`config.mk`:
```
export PLATFORM = sky130hd
export DESIGN_NAME = controlUnit
export DESIGN_NICKNAME = d
export VERILOG_FILES = /design/src/design/controlPkg.sv /design/src/design/instrDecoder.sv /design/src/design/phaseSequencer.sv /design/src/design/branchResolver.sv /design/src/design/stackControl.sv /design/src/design/controlUnit.sv
export SDC_FILE = /design/constraint.sdc
export NUM_CORES = 1
export LEC_CHECK = 0
export BUFFER_PORTS_ARGS = -buffer_cell sky130_fd_sc_hd__buf_2
export CORE_AREA = 2 2 49 51
export CTS_BUF_LIST = sky130_fd_sc_hd__clkbuf_4
export CTS_CLUSTER_SIZE = 25
export DETAILED_ROUTE_END_ITERATION = 8
export DIE_AREA = 0 0 51 53
export PLACE_DENSITY = 0.85
export RECOVER_POWER = 25
export SYNTH_ARGS = -nofsm -noshare
export SYNTH_HDL_FRONTEND = slang
export SYNTH_SLANG_ARGS = --single-unit
```
`constraint.sdc`:
```
create_clock -name clk -period 5.2 [get_ports clk]
set_input_delay 1.56 -clock clk [delete_from_list [all_inputs] [get_ports clk]]
set_output_delay 1.56 -clock clk [all_outputs]
set_load 0.02 [all_outputs]
```
`src/design/controlPkg.sv`:
```
`default_nettype none

package controlPkg;

    // Numbering follows the instruction set encoding
    typedef enum logic [5:0] {
        opAnd   = 6'd0,
        opAdd   = 6'd1,
        opSub   = 6'd2,
        opAndi  = 6'd3,
        opAddi  = 6'd4,
        opLw    = 6'd5,
        opLwpoi = 6'd6,
        opSw    = 6'd7,
        opBgt   = 6'd8,
        opBlt   = 6'd9,
        opBeq   = 6'd10,
        opBne   = 6'd11,
        opJmp   = 6'd12,
        opCall  = 6'd13,
        opRet   = 6'd14,
        opPush  = 6'd15,
        opPop   = 6'd16
    } opcodeT;

    typedef enum logic [2:0] {
        fetchPhase     = 3'd0,
        capturePhase   = 3'd1,
        decodePhase    = 3'd2,
        readPhase      = 3'd3,
        executePhase   = 3'd4,
        memoryPhase    = 3'd5,
        writePrepPhase = 3'd6,
        writebackPhase = 3'd7
    } phaseT;

    // JMP rides with the conditional branches
    typedef enum logic [2:0] {
        aluClass    = 3'd0,
        loadClass   = 3'd1,
        storeClass  = 3'd2,
        branchClass = 3'd3,
        callClass   = 3'd4,
        pushClass   = 3'd5,
        popClass    = 3'd6,
        retClass    = 3'd7
    } instrClassT;

    typedef enum logic [1:0] {
        pcJump   = 2'd0,
        pcNext   = 2'd2,
        pcBranch = 2'd3
    } pcSourceT;

    typedef enum logic [1:0] {
        srcRegister   = 2'd0,
        srcJumpOffset = 2'd1,
        srcImmediate  = 2'd2
    } aluSrcTwoT;

    typedef struct packed {
        logic      memRead;
        logic      memWrite;
        logic      memToRf;
        logic      regTwoSrc;
        logic      extSrc;
        logic      aluSrcOne;
        aluSrcTwoT aluSrcTwo;
        pcSourceT  pcSource;
        logic [3:0] aluOp;
    } ctrlWordT;

    typedef struct packed {
        logic zero;
        logic greater;
        logic less;
    } aluFlagsT;

endpackage

`default_nettype wire

```
`src/design/instrDecoder.sv`:
```
`timescale 1ns/1ps
`default_nettype none

module instrDecoder (
    input  logic                   clk,
    input  logic                   reset,
    input  controlPkg::phaseT      phase,
    input  controlPkg::opcodeT     opcode,
    input  logic [1:0]             modeBits,
    output controlPkg::opcodeT     heldOp,
    output controlPkg::instrClassT instrClass,
    output controlPkg::ctrlWordT   ctrl,
    output logic                   modeFlag
);
    import controlPkg::*;

    opcodeT opReg;

    always_ff @(posedge clk) begin
        if (phase == capturePhase) begin
            opReg <= opcode;
        end
    end

    always_ff @(posedge clk) begin
        if (reset) begin
            modeFlag <= 1'b0;
        end else if (phase == capturePhase) begin
            modeFlag <= (opcode == opLwpoi) && (modeBits == 2'b01);
        end
    end

    // New opcode shows through during capture so the sequencer can pick
    // the first phase and the stack unit can fire RET pop right away
    assign heldOp = (phase == capturePhase) ? opcode : opReg;

    always_comb begin
        case (heldOp)
            opLw, opLwpoi:                    instrClass = loadClass;
            opSw:                             instrClass = storeClass;
            opBgt, opBlt, opBeq, opBne, opJmp: instrClass = branchClass;
            opCall:                           instrClass = callClass;
            opRet:                            instrClass = retClass;
            opPush:                           instrClass = pushClass;
            opPop:                            instrClass = popClass;
            default:                          instrClass = aluClass;
        endcase
    end

    always_comb begin
        ctrl.aluOp     = heldOp[3:0];
        ctrl.memRead   = (heldOp == opLw) || (heldOp == opLwpoi);
        ctrl.memWrite  = (heldOp == opSw);
        ctrl.memToRf   = heldOp inside {opAnd, opAdd, opSub, opAndi, opAddi};
        ctrl.regTwoSrc = heldOp inside {opSw, opBgt, opBlt, opBeq, opBne};
        ctrl.extSrc    = (heldOp == opAndi);
        ctrl.aluSrcOne = !((heldOp == opJmp) || (heldOp == opCall));

        case (heldOp)
            opAndi, opAddi, opLw, opLwpoi, opSw: ctrl.aluSrcTwo = srcImmediate;
            opJmp, opCall:                       ctrl.aluSrcTwo = srcJumpOffset;
            default:                             ctrl.aluSrcTwo = srcRegister;
        endcase

        case (heldOp)
            opBgt, opBlt, opBeq, opBne: ctrl.pcSource = pcBranch;
            opJmp, opCall, opPop:       ctrl.pcSource = pcJump;
            default:                    ctrl.pcSource = pcNext;
        endcase
    end

    // Instruction memory must only hand over defined opcodes
    assert property (@(posedge clk) disable iff (reset)
        phase == capturePhase |-> opcode inside {[opAnd:opPop]});

endmodule

`default_nettype wire

```
`src/design/phaseSequencer.sv`:
```
`timescale 1ns/1ps
`default_nettype none

module phaseSequencer (
    input  logic                   clk,
    input  logic                   reset,
    input  controlPkg::instrClassT instrClass,
    output controlPkg::phaseT      phase,
    output logic                   irWrite,
    output logic                   pcEnable,
    output logic                   rfWrite,
    output logic                   regLatch
);
    import controlPkg::*;

    phaseT nextPhase;

    always_ff @(posedge clk) begin
        if (reset) begin
            phase <= fetchPhase;
        end else begin
            phase <= nextPhase;
        end
    end

    always_comb begin
        nextPhase = fetchPhase;
        case (phase)
            fetchPhase: begin
                nextPhase = capturePhase;
            end
            capturePhase: begin
                // RET goes straight to the stack access
                nextPhase = (instrClass == retClass) ? memoryPhase : decodePhase;
            end
            decodePhase: begin
                if (instrClass == pushClass || instrClass == popClass) begin
                    nextPhase = memoryPhase;
                end else begin
                    nextPhase = readPhase;
                end
            end
            readPhase: begin
                nextPhase = executePhase;
            end
            executePhase: begin
                case (instrClass)
                    aluClass:                        nextPhase = writePrepPhase;
                    loadClass, storeClass, callClass: nextPhase = memoryPhase;
                    default:                         nextPhase = fetchPhase;
                endcase
            end
            memoryPhase: begin
                if (instrClass == loadClass || instrClass == popClass) begin
                    nextPhase = writePrepPhase;
                end else begin
                    nextPhase = fetchPhase;
                end
            end
            writePrepPhase: begin
                nextPhase = writebackPhase;
            end
            default: begin
                nextPhase = fetchPhase;
            end
        endcase
    end

    assign irWrite  = (phase == fetchPhase);
    assign pcEnable = (phase == fetchPhase);
    assign rfWrite  = (phase == writePrepPhase) || (phase == writebackPhase);
    assign regLatch = (phase == decodePhase) || (phase == readPhase);

    assert property (@(posedge clk) disable iff (reset)
        phase == memoryPhase |=> phase != memoryPhase);

endmodule

`default_nettype wire

```
`src/design/branchResolver.sv`:
```
`timescale 1ns/1ps
`default_nettype none

module branchResolver (
    input  logic                 clk,
    input  logic                 reset,
    input  controlPkg::phaseT    phase,
    input  controlPkg::opcodeT   heldOp,
    input  controlPkg::aluFlagsT flags,
    output logic                 branchTaken
);
    import controlPkg::*;

    logic takeNow;

    // Only the four conditional branches can be taken
    always_comb begin
        case (heldOp)
            opBgt:   takeNow = flags.greater;
            opBlt:   takeNow = flags.less;
            opBeq:   takeNow = flags.zero;
            opBne:   takeNow = !flags.zero;
            default: takeNow = 1'b0;
        endcase
    end

    always_ff @(posedge clk) begin
        if (reset) begin
            branchTaken <= 1'b0;
        end else if (phase == executePhase) begin
            branchTaken <= takeNow;
        end
    end

    assert property (@(posedge clk) disable iff (reset)
        !$past(reset) && $changed(branchTaken) |-> $past(phase) == executePhase);

endmodule

`default_nettype wire

```
`src/design/stackControl.sv`:
```
`timescale 1ns/1ps
`default_nettype none

module stackControl (
    input  logic               clk,
    input  logic               reset,
    input  controlPkg::phaseT  phase,
    input  controlPkg::opcodeT heldOp,
    output logic               push,
    output logic               pop,
    output logic               callFlag,
    output logic               stackAddress
);
    import controlPkg::*;

    always_ff @(posedge clk) begin
        if (reset) begin
            push <= 1'b0;
            pop  <= 1'b0;
        end else begin
            // CALL pushes the return address once the target is computed
            push <= ((phase == decodePhase) && (heldOp == opPush))
                 || ((phase == executePhase) && (heldOp == opCall));
            pop  <= ((phase == capturePhase) && (heldOp == opRet))
                 || ((phase == decodePhase) && (heldOp == opPop));
        end
    end

    always_ff @(posedge clk) begin
        if (reset) begin
            callFlag     <= 1'b0;
            stackAddress <= 1'b0;
        end else if (phase == capturePhase) begin
            callFlag     <= (heldOp == opCall);
            stackAddress <= 1'b0;
        end else if ((phase == memoryPhase) && (heldOp == opRet)) begin
            // PC takes the popped address on the way back to fetch
            stackAddress <= 1'b1;
        end
    end

    assert property (@(posedge clk) disable iff (reset) !(push && pop));

endmodule

`default_nettype wire

```
`src/design/controlUnit.sv`:
```
`timescale 1ns/1ps
`default_nettype none

module controlUnit (
    input  logic                 clk,
    input  logic                 reset,
    input  controlPkg::opcodeT   opcode,
    input  logic [1:0]           modeBits,
    input  controlPkg::aluFlagsT flags,
    output logic                 irWrite,
    output logic                 pcEnable,
    output logic                 rfWrite,
    output logic                 regLatch,
    output controlPkg::ctrlWordT ctrl,
    output logic                 branchTaken,
    output logic                 push,
    output logic                 pop,
    output logic                 callFlag,
    output logic                 stackAddress,
    output logic                 modeFlag
);
    import controlPkg::*;

    phaseT      phase;
    opcodeT     heldOp;
    instrClassT instrClass;

    instrDecoder decoder (
        .clk       (clk),
        .reset     (reset),
        .phase     (phase),
        .opcode    (opcode),
        .modeBits  (modeBits),
        .heldOp    (heldOp),
        .instrClass(instrClass),
        .ctrl      (ctrl),
        .modeFlag  (modeFlag)
    );

    phaseSequencer sequencer (
        .clk       (clk),
        .reset     (reset),
        .instrClass(instrClass),
        .phase     (phase),
        .irWrite   (irWrite),
        .pcEnable  (pcEnable),
        .rfWrite   (rfWrite),
        .regLatch  (regLatch)
    );

    branchResolver branchUnit (
        .clk        (clk),
        .reset      (reset),
        .phase      (phase),
        .heldOp     (heldOp),
        .flags      (flags),
        .branchTaken(branchTaken)
    );

    stackControl stackUnit (
        .clk         (clk),
        .reset       (reset),
        .phase       (phase),
        .heldOp      (heldOp),
        .push        (push),
        .pop         (pop),
        .callFlag    (callFlag),
        .stackAddress(stackAddress)
    );

endmodule

`default_nettype wire

```
==> results of run 1 <==
## worst max-delay path by stage
stage / endpoint / slack [ns]
4_1_cts: ctrl[10] / 0.59
6_report: ctrl[10] / 0.36
3_3_place_gp: ctrl[10] / 0.70
3_5_place_dp: ctrl[10] / 0.60
5_1_grt: ctrl[10] / 0.24
2_1_floorplan: ctrl[10] / 0.38
## flip-flops by register name, indices dropped and copies added (netlist names)
| register | cells |
|---|---|
| decoder.opReg | 6 |
| sequencer.phase | 3 |
| branchUnit.branchTaken | 1 |
| decoder.modeFlag | 1 |
| stackUnit.callFlag | 1 |
| stackUnit.pop | 1 |
| stackUnit.push | 1 |
| stackUnit.stackAddress | 1 |
## kinds of logic after synthesis
family                   Yosys count
AO/OA/AOI/OAI                     35
multiplexers                       7
buffers and inverters             20
AND/OR/NAND/NOR                   67
adder cells (fa/ha/maj)            3
flip-flops                        15
XOR/XNOR                           2
## per-layer routing
layer,vias to the layer above,GRT usage
li1,590,-
met1,564,0.287
met2,69,0.387
met3,9,0.0367
met4,0,0.113
met5,-,0
## final cells by class
cell class              instances  area, um^2
repair buffers                 38         185
well taps                      28        35.0
fillers                       181         817
clock inverters                 1        5.00
clock buffers                   3        22.5
multi-input cells             114         749
flip-flops and latches         15         300
inverters                       9        33.8
## cells in the final DEF, fill, tap and decap left out, types with 4 or more instances in the layout
cell type  count
clkbuf_1       6
dfxtp_1       15
nor2b_1        4
a21oi_1        7
inv_1          9
mux2i_1        6
o21ai_0        5
nor2_1        16
buf_2         31
a31oi_1        4
nand2_1       14
nor3_1         5
## critical path, stage by stage
cell	delay (ns)
buf_2	0.14
mux2i_1	0.13
clkbuf_1	0.34
ha_1	0.32
nor2_1	0.10
a211oi_1	0.38
or2_2	0.17
buf_2	0.15
## power groups by stage
stage	combinational, mW	clock [mW]	sequential (mW)
floorplan	0.386	0	0.173
global placement	0.434	0	0.189
detailed placement	0.446	0	0.190
CTS	0.452	0.0702	0.188
global route	0.492	0.0744	0.193
finish	0.443	0.0695	0.188
==> impl_summary.log, run 1 <==
[metrics] run status: finished, final reports clean
[metrics] cell row count: 17
[metrics] Die ar.: ~2700 um^2
[metrics] number of library cell types mapped by synthesis: between 50 and 60
[metrics] GR Overflow Total: 0
[metrics] xor/xnor cell area share of the yosys netlist: 0.0148
[metrics] Clk pin slew, worst setup/hold paths: around 0.090 ns
[metrics] worst-case setup slack after placement: between 0.5 and 0.6 ns
[metrics] via count: around 1200
[metrics] # setup viols final: 0
[metrics] first-pass GRT wire length: 4730 um
[metrics] library cell occupying the most area in the post-synthesis netlist: dfxtp_1
[metrics] Critical Path Sink Type: output pin
[metrics] global-route usage over all layers: 0.231
[metrics] total power density per cell area: between 500 and 600 nW/um^2
[metrics] top-count cell post-synth: nor2_1
[metrics] crit path from: opcode[0]
[metrics] sum of met3 wire segment lengths after detailed routing: between 200 and 250 um
[metrics] post-synthesis compound-gate area fraction: 0.209
[metrics] fraction of the mapped netlist area in adder cells: 0.0317
[metrics] setup repair after global routing missed its margin: false
[metrics] io pins: 37
[metrics] Bufs on Longest Clock Path: 2
[metrics] leakage power: just over 0.6 nW
[metrics] Post-CTS Hold Fix Bufs: 0
[metrics] Synth-to-Final Area Change: 12.5%
[metrics] Syn Inst Count: about 150
[metrics] clock root buffer: clkbuf_4
[metrics] depth of the worst hold-timing path: 2
[metrics] via count of the first global-routing pass: around 1100
[metrics] Layout Skew: 0.00338 ns
[metrics] startpoint type of the worst setup path: primary input
[metrics] Final Worst Setup Slack: between 0.3 and 0.4 ns
[metrics] sequential fraction of the synthesis area: 0.254
[metrics] Commonest cells post-synth: 16 x nor2_1, 15 x dfxtp_1, 14 x nand2_1
[metrics] Starting DRT DRC Count: 56
[metrics] DP Wirelength: 2110 um
[metrics] multiplexer share of the synthesized area: 0.0708
[metrics] Final Power: about 700 uW
[metrics] crit path max fanout: 7
[metrics] main combinational cell family by area after synthesis: simple AND/OR/NAND/NOR gates
[metrics] Max H-tree Level: 1
[metrics] register bit count reported by yosys: 15
[metrics] maximum number of pins on one net before global-route repair: 15
[metrics] top cells by area, synth: dfxtp_1 25%, nor2_1 5.1%, nand2_1 4.4%
[metrics] Required @ worst endpoint: 3.64 ns
[metrics] Achievable Freq: about 210 MHz
[metrics] post-synthesis instance area: 1180 um^2
[metrics] cells resized by post-CTS repair: 0
[metrics] worst r2r path cells: 11
[metrics] Setup Total Neg Slack: 0 ns
[metrics] last weighted congestion value of the routability-driven placer: between 0.8 and 0.9
[metrics] setup repair bufs after CTS: 0
[metrics] NetSw: between 300 and 400 uW
[metrics] first-pass iteration count of the detailed router: 4
[metrics] Layout Cell Area excl Fill: ~1300 um^2
[metrics] basic-gate share of the synthesized area counting and, or, nand and nor cells: 0.317
[metrics] warnings from Yosys: 0
[metrics] number of input and output port buffers inserted: 36
[metrics] vias per std cell: 5.92
[metrics] Cell Int Power: about 340 uW
[metrics] routed wire length on met2: about 1300 um
[metrics] instance count after placement with tap cells included: a little over 200
[metrics] final antenna-violating net count: 0
[metrics] number of flops mapped to enable cells by yosys: 0
[metrics] combinational fraction of design power: 0.633
[metrics] Worst Hold Class: flop to flop
[metrics] Remaining DRCs: 0
[metrics] average size of a mapped cell: around 8 um^2
[metrics] area after detailed placement: between 1000 and 1500 um^2
[metrics] total number of clock tree sinks: 15
[metrics] startpoint of the worst hold path: decoder.modeFlag
[metrics] effective utilization at floorplan: 0.551
[metrics] actual slew at the worst max-slew pin: between 0.5 and 0.6 ns
[metrics] DRT met1 WL: 1230 um
[metrics] highest routing layer actually used: met4
[metrics] async set-or-reset flop fraction in the synthesized netlist: 0
[metrics] R2R setup slack: approximately 2.2 ns
[metrics] final cycle utilization of the critical path: 0.932
[metrics] Setup CP Type: primary input to output pin
[metrics] routed wire length: around 2800 um
[metrics] final instance count without filler cells: approximately 210
[metrics] Min Hold Slack: 0.464 ns
[metrics] Slew Limit Headroom: 0.635
[metrics] Reg power frac: 0.268
[metrics] number of antenna repair diodes: 0
[metrics] startpoint of the worst-slack reg-to-reg timing path: sequencer.phase[2]
[metrics] fin crit period: roughly 4.8 ns
[metrics] fin. max-slew vios: 0
[metrics] Net Count, Synth: approximately 170
[metrics] top cell type's share of synthesized area: 0.254
[metrics] capture endpoint of the worst hold path: decoder.modeFlag
[metrics] Main synth FF type: dfxtp_1
[metrics] number of nets in the layout: a little under 200
[metrics] fraction of the core area covered by cells at the end of the flow: 0.620
[metrics] part of the total power dissipated in the clock network: 0.099
[metrics] CTS buffer count: 3
[metrics] fraction of final layout cells with drive strength greater than 1: 0.239
[metrics] vertical die dimension: around 53 um
[metrics] die outline width: 51 um
[metrics] number of hold violations in the final report: 0
[metrics] VDD IR-drop max: between 0.3 and 0.4 mV
[metrics] Skew-Pair Late Insertion Delay: 0.29 ns
[metrics] Maximum Capacitance Violations: 0
[metrics] per-cell routed wire length: 13.6 um
[metrics] end of the worst register-to-register path: sequencer.phase[2]
[metrics] CTS tree: yes
[metrics] CP Data Arrival Time: around 3.3 ns
[metrics] Core Area: 2150 um^2
[metrics] number of antenna violations at the first check in global routing: 0
[metrics] switching share of power: 0.519
No activity file was read; power rests on OpenSTA's default activity.
==> run 2, diff against run 1 <==
CORE_AREA = 2 2 53 55   (was 2 2 49 51)
CTS_CLUSTER_DIAMETER = 80   (was not set)
DIE_AREA = 0 0 55 57   (was 0 0 51 53)
PLACE_DENSITY = 0.84   (was 0.85)
SYNTH_HIERARCHICAL = 1   (was not set)
==> run 2 against run 1 <==
Critical path depth rose by 1. Fmax shrank 2.9%. Final area up 18%. Sequential power rose by 21%. Sequential share of layout area fell by 3.5 points. Combinational power grew 70%. Non-clock buffer count up 2. Flip-flop and latch count stayed put. Via count grew 13%. Wire length rose by 21%. Largest cell class unchanged. Largest power group unchanged. Highest routed layer is now met3.
==> impl_summary.log, run 2 <==
[metrics] setup repair bufs after CTS: 0 (unchanged)
[metrics] commonest non-fill, non-tap cell in the layout: buf_2
[metrics] Max H-tree Level: 1 (unchanged)
[metrics] first-pass iteration count of the detailed router: 4 (unchanged)
[metrics] sequential fraction of the synthesis area: 0.211 (-0.0428)
[metrics] setup repair after global routing missed its margin: false
[metrics] total number of clock tree sinks: 15 (unchanged)
[metrics] NetSw: 587 uW (+61%)
[metrics] actual slew at the worst max-slew pin: 0.657 ns (+0.110 ns)
[metrics] cells resized by post-CTS repair: 0 (unchanged)
[metrics] cell chain of the critical path: buf_2, mux2i_1, inv_1, ha_1, nor2_1, a2111oi_4, a22oi_1, o221ai_1, buf_2
[metrics] routed wire length: 3420 um (+21%)
[metrics] Remaining DRCs: 0 (unchanged)
[metrics] Maximum Capacitance Violations: 0 (unchanged)
[metrics] Filler Cells Inserted: 262 (+45%)
[metrics] Setup Total Neg Slack: 0 ns (unchanged)
[metrics] Commonest cells post-synth: 18 x nand2_1, 15 x dfxtp_1, 13 x a21oi_1, 13 x nor2_1, 10 x inv_1
[metrics] crit path max fanout: 8 (+1)
[metrics] Core Area: 2620 um^2 (+22%)
[metrics] number of library cell types mapped by synthesis: 52 (+2.0%)
[metrics] CP Data Arrival Time: 3.43 ns (+0.15 ns)
[metrics] number of input and output port buffers inserted: 36 (unchanged)
[metrics] vias per std cell: 5.87 (-0.91%)
[metrics] final antenna-violating net count: 0 (unchanged)
[metrics] slowest cell on the critical path: nor2_1
[metrics] top-count cell post-synth: nand2_1
[metrics] fraction of the core area covered by cells at the end of the flow: 0.601 (-0.0182)
[metrics] Critical Path Sink Type: output pin
[metrics] R2R setup slack: 1.93 ns (-0.24 ns)
[metrics] Achievable Freq: 200 MHz (-2.9%)
[metrics] effective utilization at floorplan: 0.544 (-0.00646)
[metrics] top cell type's share of synthesized area: 0.211 (-0.0428)
[metrics] Main synth FF type: dfxtp_1
[metrics] top cells by area, synth: dfxtp_1 21%, nand2_1 4.7%, a21oi_1 4.6%
[metrics] number of nets in the layout: 223 (+13%)
[metrics] Synth-to-Final Area Change: 10.5%
[metrics] first-pass GRT wire length: 5420 um (+15%)
[metrics] per-cell routed wire length: 14.4 um (+6.2%)
[metrics] clock root buffer: clkbuf_4
[metrics] io pins: 37 (unchanged)
[metrics] Top Registers: decoder/opReg: 6 flops, sequencer/phase: 3 flops
[metrics] number of hold violations in the final report: 0 (unchanged)
[metrics] VDD IR-drop max: 0.404 mV (+15%)
[metrics] async set-or-reset flop fraction in the synthesized netlist: 0 (unchanged)
[metrics] warnings from Yosys: 6 (+6)
[metrics] fraction of final layout cells with drive strength greater than 1: 0.257 (+0.0184)
[metrics] part of the total power dissipated in the clock network: 0.065 (-0.034)
[metrics] Skew-Pair Late Insertion Delay: 0.27 ns (-0.02 ns)
[metrics] peak per-stage delay on the critical path: 0.38 ns (about the same)
[metrics] routing layer with the top usage in global route: met2
[metrics] Layout Skew: 0.000950 ns (-0.00243 ns)
[metrics] register bit count reported by yosys: 15 (unchanged)
[metrics] number of antenna violations at the first check in global routing: 0 (unchanged)
[metrics] fin crit period: 4.99 ns (+0.146 ns)
[metrics] run status: finished, final reports clean
[metrics] Required @ worst endpoint: 3.64 ns (about the same)
[metrics] maximum number of pins on one net before global-route repair: 17 (+2)
[metrics] Net Count, Synth: 192 (+16%)
[metrics] switching share of power: 0.560 (+0.0409)
[metrics] GR Overflow Total: 0 (unchanged)
[metrics] average size of a mapped cell: 8.09 um^2 (+1.8%)
[metrics] startpoint of the worst-slack reg-to-reg timing path: sequencer/phase[0]
[metrics] fin. max-slew vios: 0 (unchanged)
[metrics] CTS tree: yes
[metrics] last weighted congestion value of the routability-driven placer: 0.848 (+1.5%)
[metrics] Slew Limit Headroom: 0.562 (-0.0736)
[metrics] Cell Int Power: 461 uW (+37%)
[metrics] Post-CTS Hold Fix Bufs: 0 (unchanged)
[metrics] Worst Hold Class: flop to flop
[metrics] DP Wirelength: 2500 um (+19%)
[metrics] flip-flop count of the largest register after layout: 6 (unchanged)
[metrics] met2 usage in global routing: 0.357 (-0.0303)
[metrics] Die ar.: 3140 um^2 (+16%)
[metrics] via count of the first global-routing pass: 1235 (+12%)
[metrics] footprint of the multi-input gates: 967 um^2 (+29%)
[metrics] most used cells in the layout excluding fill and tap cells: 33 x buf_2, 18 x nand2_1, 15 x dfxtp_1
[metrics] final cycle utilization of the critical path: 0.960 (+0.0280)
[metrics] startpoint of the worst hold path: decoder/modeFlag
[metrics] # setup viols final: 0 (unchanged)
[metrics] routing usage on met3: 0.0183 (-0.0184)
[metrics] Setup CP Type: primary input to output pin
[metrics] Bufs on Longest Clock Path: 2 (unchanged)
[metrics] area taken by flip-flops and latches: 300 um^2 (unchanged)
[metrics] crit path from: opcode[0]
[metrics] via count: 1391 (+13%)
[metrics] worst r2r path cells: 8 (-3)
[metrics] depth of the worst hold-timing path: 2 (unchanged)
[metrics] die outline width: 55 um (+7.8%)
[metrics] Starting DRT DRC Count: 41 (-27%)
[metrics] post-synthesis instance area: 1420 um^2 (+20%)
[metrics] combinational fraction of design power: 0.718 (+0.085)
[metrics] end of the worst register-to-register path: sequencer/phase[2]
[metrics] Reg power frac: 0.218 (-0.050)
[metrics] leakage power: 0.674 nW (+9.5%)
[metrics] number of flops mapped to enable cells by yosys: 0 (unchanged)
[metrics] largest register by flop count: decoder/opReg
[metrics] library cell occupying the most area in the post-synthesis netlist: dfxtp_1
[metrics] number of antenna repair diodes: 0 (unchanged)
[metrics] CP dominant cell by count: buf_2
[metrics] cell row count: 19 (+2)
[metrics] Syn Inst Count: 176 (+18%)
[metrics] critical path capture point: ctrl[10]
[metrics] total power density per cell area: 666 nW/um^2 (+27%)
[metrics] met1 demand-to-capacity share in global routing: 0.317 (+0.0300)
[metrics] vertical die dimension: 57 um (+7.5%)
[metrics] Clk pin slew, worst setup/hold paths: 0.08 ns (about the same)
[metrics] CTS buffer count: 3 (unchanged)
[metrics] startpoint type of the worst setup path: primary input
[metrics] global-route usage over all layers: 0.225 (-0.00607)
run 2: changes by cell type after synthesis, sizes merged, moves of 3 or more:
cell / delta
and3b: +3
buf: +4
nor3: +3
and3: -3
a21oi: +5
a2111oi: +4
nand2: +4
mux2i: -3
run 2: area by class of cell:
class | instances | area share
timing repair buffer | 40 | 0.126
tap | 31 | 0.0247
clock buffer | 4 | 0.0191
inverter | 10 | 0.0239
multi-input combinational | 137 | 0.615
sequential | 15 | 0.191
run 2: per-layer routing:
metal  vias to the layer above  part of all wire
met5                         -                 0
met4                         0                 0
met3                         0             0.047
met2                        42              0.48
met1                       642              0.47
li1                        707                 -
run 2: worst max-delay path: cells and delay by family:
family                   cells  cell delay (ns)
AO/OA/AOI/OAI                3             0.58
buffers and inverters        3             0.43
AND/OR/NAND/NOR              1             0.38
multiplexers                 1             0.25
adder cells (fa/ha/maj)      1             0.23
run 2: worst min path at each step:
stage / end / slack (ns)
4_1_cts: decoder/modeFlag / 0.48
6_report: decoder/modeFlag / 0.47
3_3_place_gp: decoder/modeFlag / 0.45
3_5_place_dp: stackUnit/callFlag / 0.46
5_1_grt: stackUnit/callFlag / 0.50
2_1_floorplan: decoder/modeFlag / 0.53
run 2: power by group through the flow:
stage	clock [mW]	sequential (mW)	combinational, mW
after floorplan	0	0.203	0.664
after global placement	0	0.226	0.749
after detailed placement	0	0.228	0.762
after CTS	0.0705	0.225	0.767
final	0.0676	0.228	0.752
after global routing	0.0747	0.235	0.825
run 2: kinds of logic after synthesis:
| logic type | count (synthesis) | share of synthesized area |
|---|---|---|
| XOR/XNOR | 3 | 0.0185 |
| multiplexers | 5 | 0.0395 |
| AO/OA/AOI/OAI | 49 | 0.279 |
| buffers and inverters | 24 | 0.107 |
| flip-flops | 15 | 0.211 |
| AND/OR/NAND/NOR | 77 | 0.319 |
| adder cells (fa/ha/maj) | 3 | 0.0264 |
run 2: metrics by stage:
stage                     instances  area [um^2]  hold WS, ns  setup slack [ns]  power [mW]
after global routing            237         1570        0.500            0.0448        1.14
after global placement          233         1560        0.454             0.301       0.975
after CTS                       237         1590        0.475             0.234        1.06
after floorplan                 176         1420        0.527             0.362       0.867
after detailed placement        233         1560        0.455             0.240       0.990
final                           237         1570        0.467             0.210        1.05
